===== src/rtl/dphy_rx_consts.svh =====
`ifndef DPHY_RX_CONSTS_SVH
`define DPHY_RX_CONSTS_SVH

// Settle window and byte clock period, both in picoseconds
`define DPHY_T_SETTLE_PS 150000
`define DPHY_T_CLK_PS    5000

// Sync pattern 00011101 on the wire, earliest bit in bit 0
`define DPHY_SYNC_BYTE   8'hB8

`define DPHY_FIFO_DEPTH  16

// APB register offsets
`define DPHY_ADDR_STATUS 32'h0000_0000
`define DPHY_ADDR_DATA   32'h0000_0004
`define DPHY_ADDR_BURSTS 32'h0000_0008

`endif


===== src/rtl/dphy_rx_pkg.sv =====
package dphy_rx_pkg;

  // D-PHY line states seen by the settle detector
  typedef enum logic [2:0] {
    IDLE,
    LP_11,
    LP_01,
    LP_00,
    HS
  } lp_state_e;

  typedef enum logic [1:0] {
    HUNT,
    LOCKED
  } align_state_e;

  // First flag lands in bit 8 when read over APB
  typedef struct packed {
    logic       first;
    logic [7:0] data;
  } rx_byte_t;

  typedef struct packed {
    logic [7:0] level;
    logic [4:0] rsvd;
    logic       settle_active;
    logic       overflow;
    logic       empty;
  } rx_status_t;

endpackage


===== src/rtl/dphy_settle_ignore.sv =====
`timescale 1ns/1ps
`include "dphy_rx_consts.svh"

module dphy_settle_ignore #(
  parameter int T_SETTLE = `DPHY_T_SETTLE_PS,
  parameter int T_CLK    = `DPHY_T_CLK_PS
) (
  input  logic clk_i,
  input  logic rst_i,
  input  logic lp_data_p_i,
  input  logic lp_data_n_i,
  output logic hs_data_valid_o,
  output logic settle_active_o
);

  localparam int IGNORE_TICKS = T_SETTLE / T_CLK;
  localparam int CNT_W        = $clog2(IGNORE_TICKS + 1);

  dphy_rx_pkg::lp_state_e state;
  dphy_rx_pkg::lp_state_e next_state;
  logic [CNT_W-1:0]       ignore_cnt;
  logic [1:0]             lp_p_sync;
  logic [1:0]             lp_n_sync;
  logic                   lp_p;
  logic                   lp_n;

  // Two-flop synchronizer on each LP pin
  always_ff @(posedge clk_i, posedge rst_i)
    if (rst_i)
    begin
      lp_p_sync <= '0;
      lp_n_sync <= '0;
    end
    else
    begin
      lp_p_sync <= {lp_p_sync[0], lp_data_p_i};
      lp_n_sync <= {lp_n_sync[0], lp_data_n_i};
    end

  assign lp_p = lp_p_sync[1];
  assign lp_n = lp_n_sync[1];

  always_ff @(posedge clk_i, posedge rst_i)
    if (rst_i)
      state <= dphy_rx_pkg::IDLE;
    else
      state <= next_state;

  // Walks the start-of-transmission sequence, one state per clock
  always_comb
  begin
    next_state = state;
    case (state)
      dphy_rx_pkg::IDLE:
        if (lp_p && lp_n)
          next_state = dphy_rx_pkg::LP_11;
      dphy_rx_pkg::LP_11:
        if (!lp_p && lp_n)
          next_state = dphy_rx_pkg::LP_01;
      dphy_rx_pkg::LP_01:
        if (!lp_p && !lp_n)
          next_state = dphy_rx_pkg::LP_00;
      dphy_rx_pkg::LP_00:
        if (ignore_cnt == CNT_W'(IGNORE_TICKS))
          next_state = dphy_rx_pkg::HS;
      dphy_rx_pkg::HS:
        if (lp_p && lp_n)
          next_state = dphy_rx_pkg::LP_11;
      default:
        next_state = dphy_rx_pkg::IDLE;
    endcase
  end

  // Settle window, HS lines are still unreliable here
  always_ff @(posedge clk_i, posedge rst_i)
    if (rst_i)
      ignore_cnt <= '0;
    else if (state == dphy_rx_pkg::LP_00)
      ignore_cnt <= ignore_cnt + 1'b1;
    else
      ignore_cnt <= '0;

  always_ff @(posedge clk_i, posedge rst_i)
    if (rst_i)
      hs_data_valid_o <= 1'b0;
    else
      hs_data_valid_o <= (state == dphy_rx_pkg::HS);

  assign settle_active_o = (state == dphy_rx_pkg::LP_00);

endmodule


===== src/rtl/dphy_hs_aligner.sv =====
`timescale 1ns/1ps
`include "dphy_rx_consts.svh"

module dphy_hs_aligner (
  input  logic                  clk_i,
  input  logic                  rst_i,
  input  logic                  hs_valid_i,
  input  logic [7:0]            hs_byte_i,
  output dphy_rx_pkg::rx_byte_t byte_o,
  output logic                  byte_valid_o
);

  dphy_rx_pkg::align_state_e state;
  logic [7:0]                prev_byte;
  logic [15:0]               window;
  logic                      hit;
  logic [2:0]                hit_off;
  logic [2:0]                lock_off;
  logic                      first_pend;

  // Older byte in the low half, so bit order follows the wire
  assign window = {hs_byte_i, prev_byte};

  // Zeroed outside HS, which looks like the HS-zero preamble
  always_ff @(posedge clk_i, posedge rst_i)
    if (rst_i)
      prev_byte <= '0;
    else if (hs_valid_i)
      prev_byte <= hs_byte_i;
    else
      prev_byte <= '0;

  // Scan from the top so the lowest matching offset wins
  always_comb
  begin
    hit     = 1'b0;
    hit_off = '0;
    for (int i = 7; i >= 0; i--)
    begin
      if (window[i +: 8] == `DPHY_SYNC_BYTE)
      begin
        hit     = 1'b1;
        hit_off = 3'(i);
      end
    end
  end

  always_ff @(posedge clk_i, posedge rst_i)
    if (rst_i)
    begin
      state      <= dphy_rx_pkg::HUNT;
      lock_off   <= '0;
      first_pend <= 1'b0;
    end
    else if (!hs_valid_i)
    begin
      state      <= dphy_rx_pkg::HUNT;
      first_pend <= 1'b0;
    end
    else if (state == dphy_rx_pkg::HUNT && hit)
    begin
      state      <= dphy_rx_pkg::LOCKED;
      lock_off   <= hit_off;
      first_pend <= 1'b1;
    end
    else if (state == dphy_rx_pkg::LOCKED)
      first_pend <= 1'b0;

  always_ff @(posedge clk_i, posedge rst_i)
    if (rst_i)
      byte_valid_o <= 1'b0;
    else
      byte_valid_o <= hs_valid_i && (state == dphy_rx_pkg::LOCKED);

  always_ff @(posedge clk_i)
  begin
    byte_o.data  <= window[lock_off +: 8];
    byte_o.first <= first_pend;
  end

endmodule


===== src/rtl/dphy_lane_rx.sv =====
`timescale 1ns/1ps

module dphy_lane_rx (
  input  logic                  clk_i,
  input  logic                  rst_i,
  input  logic                  lp_data_p_i,
  input  logic                  lp_data_n_i,
  input  logic [7:0]            hs_byte_i,
  input  logic                  burst_clr_i,
  output dphy_rx_pkg::rx_byte_t byte_o,
  output logic                  byte_valid_o,
  output logic                  settle_active_o,
  output logic [15:0]           bursts_o
);

  logic hs_valid;

  dphy_settle_ignore settle_i (
    .clk_i           (clk_i),
    .rst_i           (rst_i),
    .lp_data_p_i     (lp_data_p_i),
    .lp_data_n_i     (lp_data_n_i),
    .hs_data_valid_o (hs_valid),
    .settle_active_o (settle_active_o)
  );

  // Aligner only sees bytes once the settle window has passed
  dphy_hs_aligner align_i (
    .clk_i        (clk_i),
    .rst_i        (rst_i),
    .hs_valid_i   (hs_valid),
    .hs_byte_i    (hs_byte_i),
    .byte_o       (byte_o),
    .byte_valid_o (byte_valid_o)
  );

  // One first-flagged byte per lock, so one count per burst
  always_ff @(posedge clk_i, posedge rst_i)
    if (rst_i)
      bursts_o <= '0;
    else if (burst_clr_i)
      bursts_o <= '0;
    else if (byte_valid_o && byte_o.first)
      bursts_o <= bursts_o + 1'b1;

endmodule


===== src/rtl/dphy_byte_fifo.sv =====
`timescale 1ns/1ps

module dphy_byte_fifo #(
  parameter int DEPTH = 16
) (
  input  logic                         clk_i,
  input  logic                         rst_i,
  input  logic                         wr_i,
  input  dphy_rx_pkg::rx_byte_t        wr_data_i,
  input  logic                         rd_i,
  input  logic                         ovf_clr_i,
  output dphy_rx_pkg::rx_byte_t        rd_data_o,
  output logic [$clog2(DEPTH+1)-1:0]   level_o,
  output logic                         empty_o,
  output logic                         overflow_o
);

  localparam int AW = $clog2(DEPTH);
  localparam int LW = $clog2(DEPTH + 1);

  dphy_rx_pkg::rx_byte_t mem [DEPTH];
  logic [AW-1:0]         wr_ptr;
  logic [AW-1:0]         rd_ptr;
  logic                  full;
  logic                  do_wr;
  logic                  do_rd;

  assign full    = (level_o == LW'(DEPTH));
  assign empty_o = (level_o == '0);
  assign do_wr   = wr_i && !full;
  assign do_rd   = rd_i && !empty_o;

  always_ff @(posedge clk_i)
    if (do_wr)
      mem[wr_ptr] <= wr_data_i;

  // Head entry is visible without a read request
  assign rd_data_o = mem[rd_ptr];

  // Pointers wrap on their own since DEPTH is a power of two
  always_ff @(posedge clk_i, posedge rst_i)
    if (rst_i)
    begin
      wr_ptr  <= '0;
      rd_ptr  <= '0;
      level_o <= '0;
    end
    else
    begin
      if (do_wr)
        wr_ptr <= wr_ptr + 1'b1;
      if (do_rd)
        rd_ptr <= rd_ptr + 1'b1;
      case ({do_wr, do_rd})
        2'b10:   level_o <= level_o + 1'b1;
        2'b01:   level_o <= level_o - 1'b1;
        default: level_o <= level_o;
      endcase
    end

  // Sticky until cleared, a new drop wins over the clear
  always_ff @(posedge clk_i, posedge rst_i)
    if (rst_i)
      overflow_o <= 1'b0;
    else if (wr_i && full)
      overflow_o <= 1'b1;
    else if (ovf_clr_i)
      overflow_o <= 1'b0;

endmodule


===== src/rtl/dphy_apb_reader.sv =====
`timescale 1ns/1ps
`include "dphy_rx_consts.svh"

module dphy_apb_reader #(
  parameter int LVL_W = 5
) (
  input  logic                  clk_i,
  input  logic                  rst_i,
  input  logic [31:0]           paddr_i,
  input  logic                  psel_i,
  input  logic                  penable_i,
  input  logic                  pwrite_i,
  input  logic [31:0]           pwdata_i,
  output logic [31:0]           prdata_o,
  output logic                  pready_o,
  output logic                  pslverr_o,
  input  dphy_rx_pkg::rx_byte_t fifo_data_i,
  input  logic [LVL_W-1:0]      fifo_level_i,
  input  logic                  fifo_empty_i,
  input  logic                  fifo_ovf_i,
  input  logic                  settle_active_i,
  input  logic [15:0]           bursts_i,
  output logic                  pop_o,
  output logic                  clear_o
);

  dphy_rx_pkg::rx_status_t status;
  logic                    rd_access;
  logic                    wr_access;
  logic                    sel_status;
  logic                    sel_data;
  logic                    sel_bursts;

  // Only the access phase does anything
  assign rd_access  = psel_i && penable_i && !pwrite_i;
  assign wr_access  = psel_i && penable_i && pwrite_i;
  assign sel_status = (paddr_i == `DPHY_ADDR_STATUS);
  assign sel_data   = (paddr_i == `DPHY_ADDR_DATA);
  assign sel_bursts = (paddr_i == `DPHY_ADDR_BURSTS);

  always_comb
  begin
    status               = '0;
    status.level         = 8'(fifo_level_i);
    status.settle_active = settle_active_i;
    status.overflow      = fifo_ovf_i;
    status.empty         = fifo_empty_i;
  end

  // Read data is combinational, no wait states
  always_comb
  begin
    prdata_o = '0;
    if (sel_status)
      prdata_o = 32'(status);
    else if (sel_data && !fifo_empty_i)
      prdata_o = 32'(fifo_data_i);
    else if (sel_bursts)
      prdata_o = 32'(bursts_i);
  end

  assign pready_o  = 1'b1;
  assign pslverr_o = rd_access && sel_data && fifo_empty_i;
  assign pop_o     = rd_access && sel_data && !fifo_empty_i;

  // Clear pulse for overflow and burst count
  always_ff @(posedge clk_i, posedge rst_i)
    if (rst_i)
      clear_o <= 1'b0;
    else
      clear_o <= wr_access && sel_status && pwdata_i[0];

endmodule


===== src/rtl/dphy_rx_top.sv =====
`timescale 1ns/1ps
`include "dphy_rx_consts.svh"

module dphy_rx_top (
  input  logic        clk_i,
  input  logic        rst_i,
  input  logic        lp_data_p_i,
  input  logic        lp_data_n_i,
  input  logic [7:0]  hs_byte_i,
  input  logic [31:0] paddr_i,
  input  logic        psel_i,
  input  logic        penable_i,
  input  logic        pwrite_i,
  input  logic [31:0] pwdata_i,
  output logic [31:0] prdata_o,
  output logic        pready_o,
  output logic        pslverr_o
);

  localparam int LVL_W = $clog2(`DPHY_FIFO_DEPTH + 1);

  dphy_rx_pkg::rx_byte_t rx_byte;
  dphy_rx_pkg::rx_byte_t fifo_head;
  logic                  rx_valid;
  logic                  settle_active;
  logic [15:0]           bursts;
  logic [LVL_W-1:0]      fifo_level;
  logic                  fifo_empty;
  logic                  fifo_ovf;
  logic                  pop;
  logic                  clear;

  dphy_lane_rx lane_i (
    .clk_i           (clk_i),
    .rst_i           (rst_i),
    .lp_data_p_i     (lp_data_p_i),
    .lp_data_n_i     (lp_data_n_i),
    .hs_byte_i       (hs_byte_i),
    .burst_clr_i     (clear),
    .byte_o          (rx_byte),
    .byte_valid_o    (rx_valid),
    .settle_active_o (settle_active),
    .bursts_o        (bursts)
  );

  dphy_byte_fifo #(
    .DEPTH (`DPHY_FIFO_DEPTH)
  ) fifo_i (
    .clk_i      (clk_i),
    .rst_i      (rst_i),
    .wr_i       (rx_valid),
    .wr_data_i  (rx_byte),
    .rd_i       (pop),
    .ovf_clr_i  (clear),
    .rd_data_o  (fifo_head),
    .level_o    (fifo_level),
    .empty_o    (fifo_empty),
    .overflow_o (fifo_ovf)
  );

  dphy_apb_reader #(
    .LVL_W (LVL_W)
  ) apb_i (
    .clk_i           (clk_i),
    .rst_i           (rst_i),
    .paddr_i         (paddr_i),
    .psel_i          (psel_i),
    .penable_i       (penable_i),
    .pwrite_i        (pwrite_i),
    .pwdata_i        (pwdata_i),
    .prdata_o        (prdata_o),
    .pready_o        (pready_o),
    .pslverr_o       (pslverr_o),
    .fifo_data_i     (fifo_head),
    .fifo_level_i    (fifo_level),
    .fifo_empty_i    (fifo_empty),
    .fifo_ovf_i      (fifo_ovf),
    .settle_active_i (settle_active),
    .bursts_i        (bursts),
    .pop_o           (pop),
    .clear_o         (clear)
  );

endmodule


===== config.mk =====
export PLATFORM = sky130hd
export DESIGN_NAME = dphy_rx_top
export DESIGN_NICKNAME = d
export VERILOG_FILES = /design/src/rtl/dphy_rx_pkg.sv /design/src/rtl/dphy_settle_ignore.sv /design/src/rtl/dphy_hs_aligner.sv /design/src/rtl/dphy_lane_rx.sv /design/src/rtl/dphy_byte_fifo.sv /design/src/rtl/dphy_apb_reader.sv /design/src/rtl/dphy_rx_top.sv
export VERILOG_INCLUDE_DIRS = /design/src /design/src/rtl
export SDC_FILE = /design/constraint.sdc
export NUM_CORES = 1
export LEC_CHECK = 0
export BUFFER_PORTS_ARGS = -buffer_cell sky130_fd_sc_hd__buf_2
export CAP_MARGIN = 15
export CORE_AREA = 2 2 166 168
export CTS_CLUSTER_SIZE = 28
export DETAILED_ROUTE_END_ITERATION = 8
export DIE_AREA = 0 0 168 170
export GPL_TIMING_DRIVEN = 1
export HOLD_SLACK_MARGIN = 0.03
export MAX_ROUTING_LAYER = met4
export PLACE_DENSITY_LB_ADDON = 0.1
export SLEW_MARGIN = 20
export SYNTH_ARGS = -nofsm -noshare
export SYNTH_HDL_FRONTEND = slang
export SYNTH_SLANG_ARGS = --single-unit
export TNS_END_PERCENT = 50

===== constraint.sdc =====
create_clock -name clk_i -period 2.7 [get_ports clk_i]
set_input_delay 0.27 -clock clk_i [delete_from_list [all_inputs] [get_ports clk_i]]
set_output_delay 0.27 -clock clk_i [all_outputs]
set_load 0.03 [all_outputs]

# Yosys cells after proc, flatten, opt, wreduce, memory -nomap -nowiden

Memory sizes are Yosys's and may differ from the RTL's.
Index checks and enable logic that the tools add are counted.

Register bits after elaboration: 68
RAM bits: 144
Bits of input ports: 79
Logic and storage cells: 122
Memories kept: 1

$add $sub $neg: 6
Equality and inequality tests: 25
Shifts and indexed selects: 1
Mux-type cells: 38
Reductions and logical operators: 33

Memory list:

| name       | depth | width | read ports | clocked after Yosys merged registers in | write ports | RTL line             | RTL |
|---|---|---|---|---|---|---|---|
| fifo_i.mem | 16    | 9     | 1          | 0                                       | 1           | dphy_byte_fifo.sv:21 | `dphy_rx_pkg::rx_byte_t mem [DEPTH];` |

Operator list:

| cell                  | number |
|---|---|
| $eq 8x8->1 const B    | 8 |
| $mux 32               | 2 |
| $mux 16               | 3 |
| $mux 3                | 12 |
| $eq 32x3->1 const B   | 1 |
| $eq 32x4->1 const B   | 1 |
| $logic_not 32->1      | 1 |
| $logic_and 1x1->1     | 18 |
| $add 16x1->16 const B | 1 |
| $shiftx 16x4->8       | 1 |
| $mux 1                | 15 |
| $pmux 3 s4            | 1 |
| $add 5x1->5 const B   | 2 |
| $eq 5x5->1 const B    | 2 |
| $pmux 5 s2            | 1 |
| $add 4x1->4 const B   | 2 |
| $mux 8                | 1 |
| $ne 2x2->1 const B    | 4 |
| $eq 3x2->1 const B    | 2 |
| $reduce_bool 2->1     | 3 |
| $logic_not 1->1       | 5 |
| $logic_not 5->1       | 1 |
| $mux 5                | 1 |
| $sub 5x1->5 const B   | 1 |
| other kinds (12)      | 14 |

# Longest topological paths before layout

Depth after elaboration: 12
Gate-level depth with buffers: 14

# Hierarchy

A second synthesis with hierarchy kept.

Cells, all modules: 700
Area, all modules: 9,736.8 µm²

Modules (own cells, without submodules):

| module             | times used | cells an instance | area an instance (µm²) |
|---|---|---|---|
| dphy_byte_fifo     | 1          | 363               | 6,424.9 |
| dphy_hs_aligner    | 1          | 119               | 1,258.7 |
| dphy_lane_rx       | 1          | 82                | 805.8 |
| dphy_apb_reader    | 1          | 90                | 716.9 |
| dphy_settle_ignore | 1          | 46                | 530.5 |

# Worst setup path after synthesis

Ideal clock, no wire load.

Kind: input port to flip-flop
From: input paddr_i[28]
To: register fifo_i.level_o[4]
Arrival: 2.901 ns
Slack: -0.280 ns
Stages on the path: 14
Buffers on the path: 1
Path through: nor4_1 -> nand4_1 -> or2_0 -> clkbuf_1 -> or3_4 -> inv_1 -> ha_1 -> inv_1 -> fa_1 -> nor2b_1 -> o21ai_0 -> and3_1 -> nor3_1 -> xor2_1

Word-level cells in the longest chain between the ends: 6

RTL lines:

| what                                                   | RTL line              | RTL |
|---|---|---|
| start, declared                                        | dphy_rx_top.sv:10     | `input logic [31:0] paddr_i,` |
| $eq 32x3->1 (no line) (*)                              | n/a                   |  |
| $logic_and 1x1->1 (*) (2 in series)                    | dphy_apb_reader.sv:64 | `assign pop_o = rd_access && sel_data && !fifo_empty_i;` |
| $logic_and 1x1->1 (*)                                  | dphy_byte_fifo.sv:31  | `assign do_rd = rd_i && !empty_o;` |
| named net fifo_i.do_rd                                 | dphy_byte_fifo.sv:26  | `logic do_rd;` |
| $eq 2x1->1 / $eq 2x2->1 (equally long branches)        | dphy_byte_fifo.sv:54  | `case ({do_wr, do_rd})` |
| $pmux 5 s2 / $reduce_bool 2->1 (equally long branches) | n/a                   |  |
| end signal, assigned                                   | dphy_byte_fifo.sv:55  | `2'b10: level_o <= level_o + 1'b1;` |
| end signal, assigned                                   | dphy_byte_fifo.sv:56  | `2'b01: level_o <= level_o - 1'b1;` |
| end signal, assigned                                   | dphy_byte_fifo.sv:57  | `default: level_o <= level_o;` |
| end, declared                                          | dphy_byte_fifo.sv:13  | `output logic [$clog2(DEPTH+1)-1:0] level_o,` |

The timed path passes the listed nets; every way through them passes the cells marked *.
A chain may end at the register's enable or synchronous reset.

# Worst setup path after layout

From: register fifo_i.rd_ptr[0]
To: output prdata_o[8]

Word-level cells in the longest chain between the ends: 3

RTL lines:

| what                   | RTL line              | RTL |
|---|---|---|
| start, declared        | dphy_byte_fifo.sv:23  | `logic [AW-1:0] rd_ptr;` |
| start signal, assigned | dphy_byte_fifo.sv:53  | `rd_ptr <= rd_ptr + 1'b1;` |
| $mem_v2 16x9           | n/a                   |  |
| $mux 32                | dphy_apb_reader.sv:56 | `else if (sel_data && !fifo_empty_i)` |
| $mux 32                | dphy_apb_reader.sv:54 | `if (sel_status)` |
| end, declared          | dphy_rx_top.sv:15     | `output logic [31:0] prdata_o,` |

No other way between the ends.

==> flow_metrics.tcl <==
set metrics [dict create \
    synthMostInstantiatedCell "edfxtp_1" \
    criticalPathCategory "reg -> out" \
    fin_cells 1126 \
    routed_wl_um 21400 \
    synth_area_leaders "edfxtp_1 47%, dfrtp_1 16%, mux4_2 9.5%" \
    synth_edf_count 144 \
    p_per_area_nw_per_um2 606 \
    finalPower_mw 6.88 \
    reg2reg_depth 13 \
    viasPerCell 5.01 \
    worstHoldStart "hs_byte_i[2]" \
    ioPinCount 113 \
    min_period_over_period_pct 103 \
    grtUsageTotal_pct 15.7 \
    hold_viol 0 \
    first_pass_iters 4 \
    ys_top_cells_by_count "144 x edfxtp_1, 58 x dfrtp_1, 49 x nand2_1, 42 x nor2_1, 39 x mux4_2" \
    rsz0062_at_grt "true" \
    syn_area_per_cell_sq_um 14.4 \
    cts_max_level 1 \
    cellLeakagePower_nw 3.98 \
    cpMaxStageDelayCell "mux4_2" \
    reg2reg_to "fifo_i.level_o[4]$_DFFE_PP0P_" \
    dpl.cell_count 1062 \
    rows 60 \
    drt_iter0_drc 354 \
    worst_pin_slew_ns 0.938 \
    ys_types 51 \
    hold_class "in -> reg" \
    worstSetupEndpointType "primary output" \
    max_freq_mhz 360 \
    antenna_cells 0 \
    ant_nets 0 \
    reg2reg_from "fifo_i.level_o[0]$_DFFE_PP0P_" \
    worstPathArrival_ns 2.51 \
    path_cells "buf_12, buf_12, mux4_2, mux2_4, o211ai_1, a22oi_1, buf_4" \
    initial_core_util_pct 34.5 \
    crit_family "multiplexers" \
    cp_max_fo 5 \
    outcome "finished, violations left" \
    syn_area_sq_um 9200 \
    async_flop_share_pct 27.5 \
    fin_setup_tns_ns -0.267 \
    critical_path.most_common_cell "buf_12" \
    drc 0 \
    die_area_sq_um 28600 \
    clock_tree.root_cell "clkbuf_16" \
    grt-ovfl-total 0 \
    grt_max_degree 40 \
    design_area_sq_um 11400 \
    fin_nets 858 \
    violations "setup timing" \
    relSlewSlack_pct 37.2 \
    worstHoldPathCells 2 \
    grt_pass1_vias 5823 \
    port_buffers 64 \
    cp_num_buf_inv 3 \
    setup_ws_ns -0.0804 \
    setup_viol 5 \
    ys.flop_type "edfxtp_1" \
    cts_tree "done" \
    ff2ff_setup_slack_ns 0.09 \
    place.detailed.hpwl_um 14500 \
    period_needed_ns 2.78 \
    synth_cells 640 \
    postPlaceCellArea_sq_um 10200 \
    grt_pass1_wl_um 33400 \
    die_h_um 170 \
    cts_buffers 25 \
    ys_warn_count 0 \
    slew_viol_final 0 \
    routedWlPerCell_um 19.0 \
    antenna_found_initial 0 \
    gp_congestion 0.846 \
    clkLatencyLatePin_ns 0.52 \
    post-place-ws_ns -0.175 \
    num_vias 5643 \
    drv_cap 0 \
    slowest_delay_ns 0.51 \
    layout-drive-gt1-share_pct 30.4 \
    clk_pin_slew_worst_paths_ns 0.06 \
    hold_end "lane_i.align_i.prev_byte[2]$_DFF_PP0_" \
    finClkSkew_ns 0.00977 \
    yosys_register_bits 211 \
    cp_data_required_time_ns 2.43 \
    chipWidth_um 168 \
    seq_area_frac_synth_pct 64.7 \
    final_util_pct 42.6 \
    crit_path_start_kind "flip-flop" \
    core_sq_um 26700 \
    clock_sinks 211 \
    synth_top_cell_by_area "edfxtp_1" \
    ir_drop_uv 422 \
    clockBufferDepth 3 \
    area_growth_syn_to_layout_pct 23.4 \
    timing.hold.ws_ns 0.0508 \
    yosysTopAreaCellShare_pct 47.0 \
]
power by group:
group	internal, mW	total (mW)	switching, mW
clock	1.86	3.15	1.29
combinational	0.0872	0.235	0.148
sequential	3.46	3.50	0.0327
per-layer routing:
layer,vias up,routed length (um),global-route usage [%]
met5,-,0,-
met4,0,492,4.91
met3,31,997,2.35
li1,2631,-,-
met1,2842,9300,19.8
met2,139,10600,26.4
cell type report:
type / count / area [sq um]
Clock inverter: 13 / 101
Timing Repair Buffer: 126 / 943
Tap cell: 341 / 427
Fill cell: 2433 / 15300
Clock buffer: 33 / 676
Multi-Input combinational cell: 382 / 3180
Inverter: 20 / 77.6
Sequential cell: 211 / 5960
registers in the layout, indices dropped and copies added (netlist names), 3 cells and up:
signal / count
fifo_i.wr_ptr: 4
lane_i.align_i.prev_byte: 8
fifo_i.level_o: 5
fifo_i.rd_ptr: 4
lane_i.settle_i.ignore_cnt: 5
lane_i.settle_i.state: 3
lane_i.align_i.byte_o: 9
lane_i.bursts_o: 16
fifo_i.mem: 144
lane_i.align_i.lock_off: 3
cells by family after synthesis:
logic type      after synthesis  synth area share [%]
mux                          55                  11.4
compound gates               66                  4.65
flops                       211                  64.7
simple gates                203                  11.4
xor+xnor                     28                  2.66
fa+ha+maj                    13                  1.85
buf+inv                      62                  3.28
other cells                   2                0.0816
placed cells by master (no fill, tap or decap), types with 9 or more instances in the layout:
cell and n:
a21oi_1 11, a22o_1 9, and2_1 13, buf_2 56, buf_4 45, buf_6 10
clkbuf_16 25, conb_1 17, dfrtp_1 57, dfxtp_1 9, dlygate4sd3_1 9, edfxtp_1 144
ha_1 10, inv_1 16, mux2i_1 10, mux4_2 39, nand2_1 47, nand3_1 26
nand4_1 9, nor2_1 41, o21ai_0 19, xnor2_1 14, xor2_1 14
worst register-to-register path, cell delays in order (launching register included):
cell and delay [ns]:
dfrtp_1 0.40, nor4_2 0.28, buf_4 0.15, nor2b_4 0.18, or3_4 0.19, inv_4 0.04
ha_4 0.16, buf_6 0.12, ha_4 0.25, nor2b_1 0.12, o21ai_1 0.09, and3_1 0.19
nor3_2 0.19, xor2_1 0.17
worst max path at each step:
stage / from / endpoint / slack [ns] / cells past startpoint
CTS: fifo_i.rd_ptr[0]$_DFFE_PP0P_ / prdata_o[2] / -0.12 / 9
detailed placement: paddr_i[27] / fifo_i.level_o[4]$_DFFE_PP0P_ / -0.17 / 14
finish: fifo_i.rd_ptr[0]$_DFFE_PP0P_ / prdata_o[8] / -0.08 / 7
global route: fifo_i.rd_ptr[0]$_DFFE_PP0P_ / prdata_o[4] / -0.16 / 7
global placement: paddr_i[27] / fifo_i.level_o[4]$_DFFE_PP0P_ / -0.12 / 14
floorplan: paddr_i[15] / fifo_i.level_o[4]$_DFFE_PP0P_ / -0.05 / 14
what timing repair did:
item	in CTS	in global routing
gates cloned	2	0
endpoints found under the hold margin	38	0
endpoints found under the setup margin	11	21
hold buffers	9	0
pin swaps	6	19
setup buffers	5	4
gates resized for setup	34	18
No activity file was read; power rests on OpenSTA's default activity.
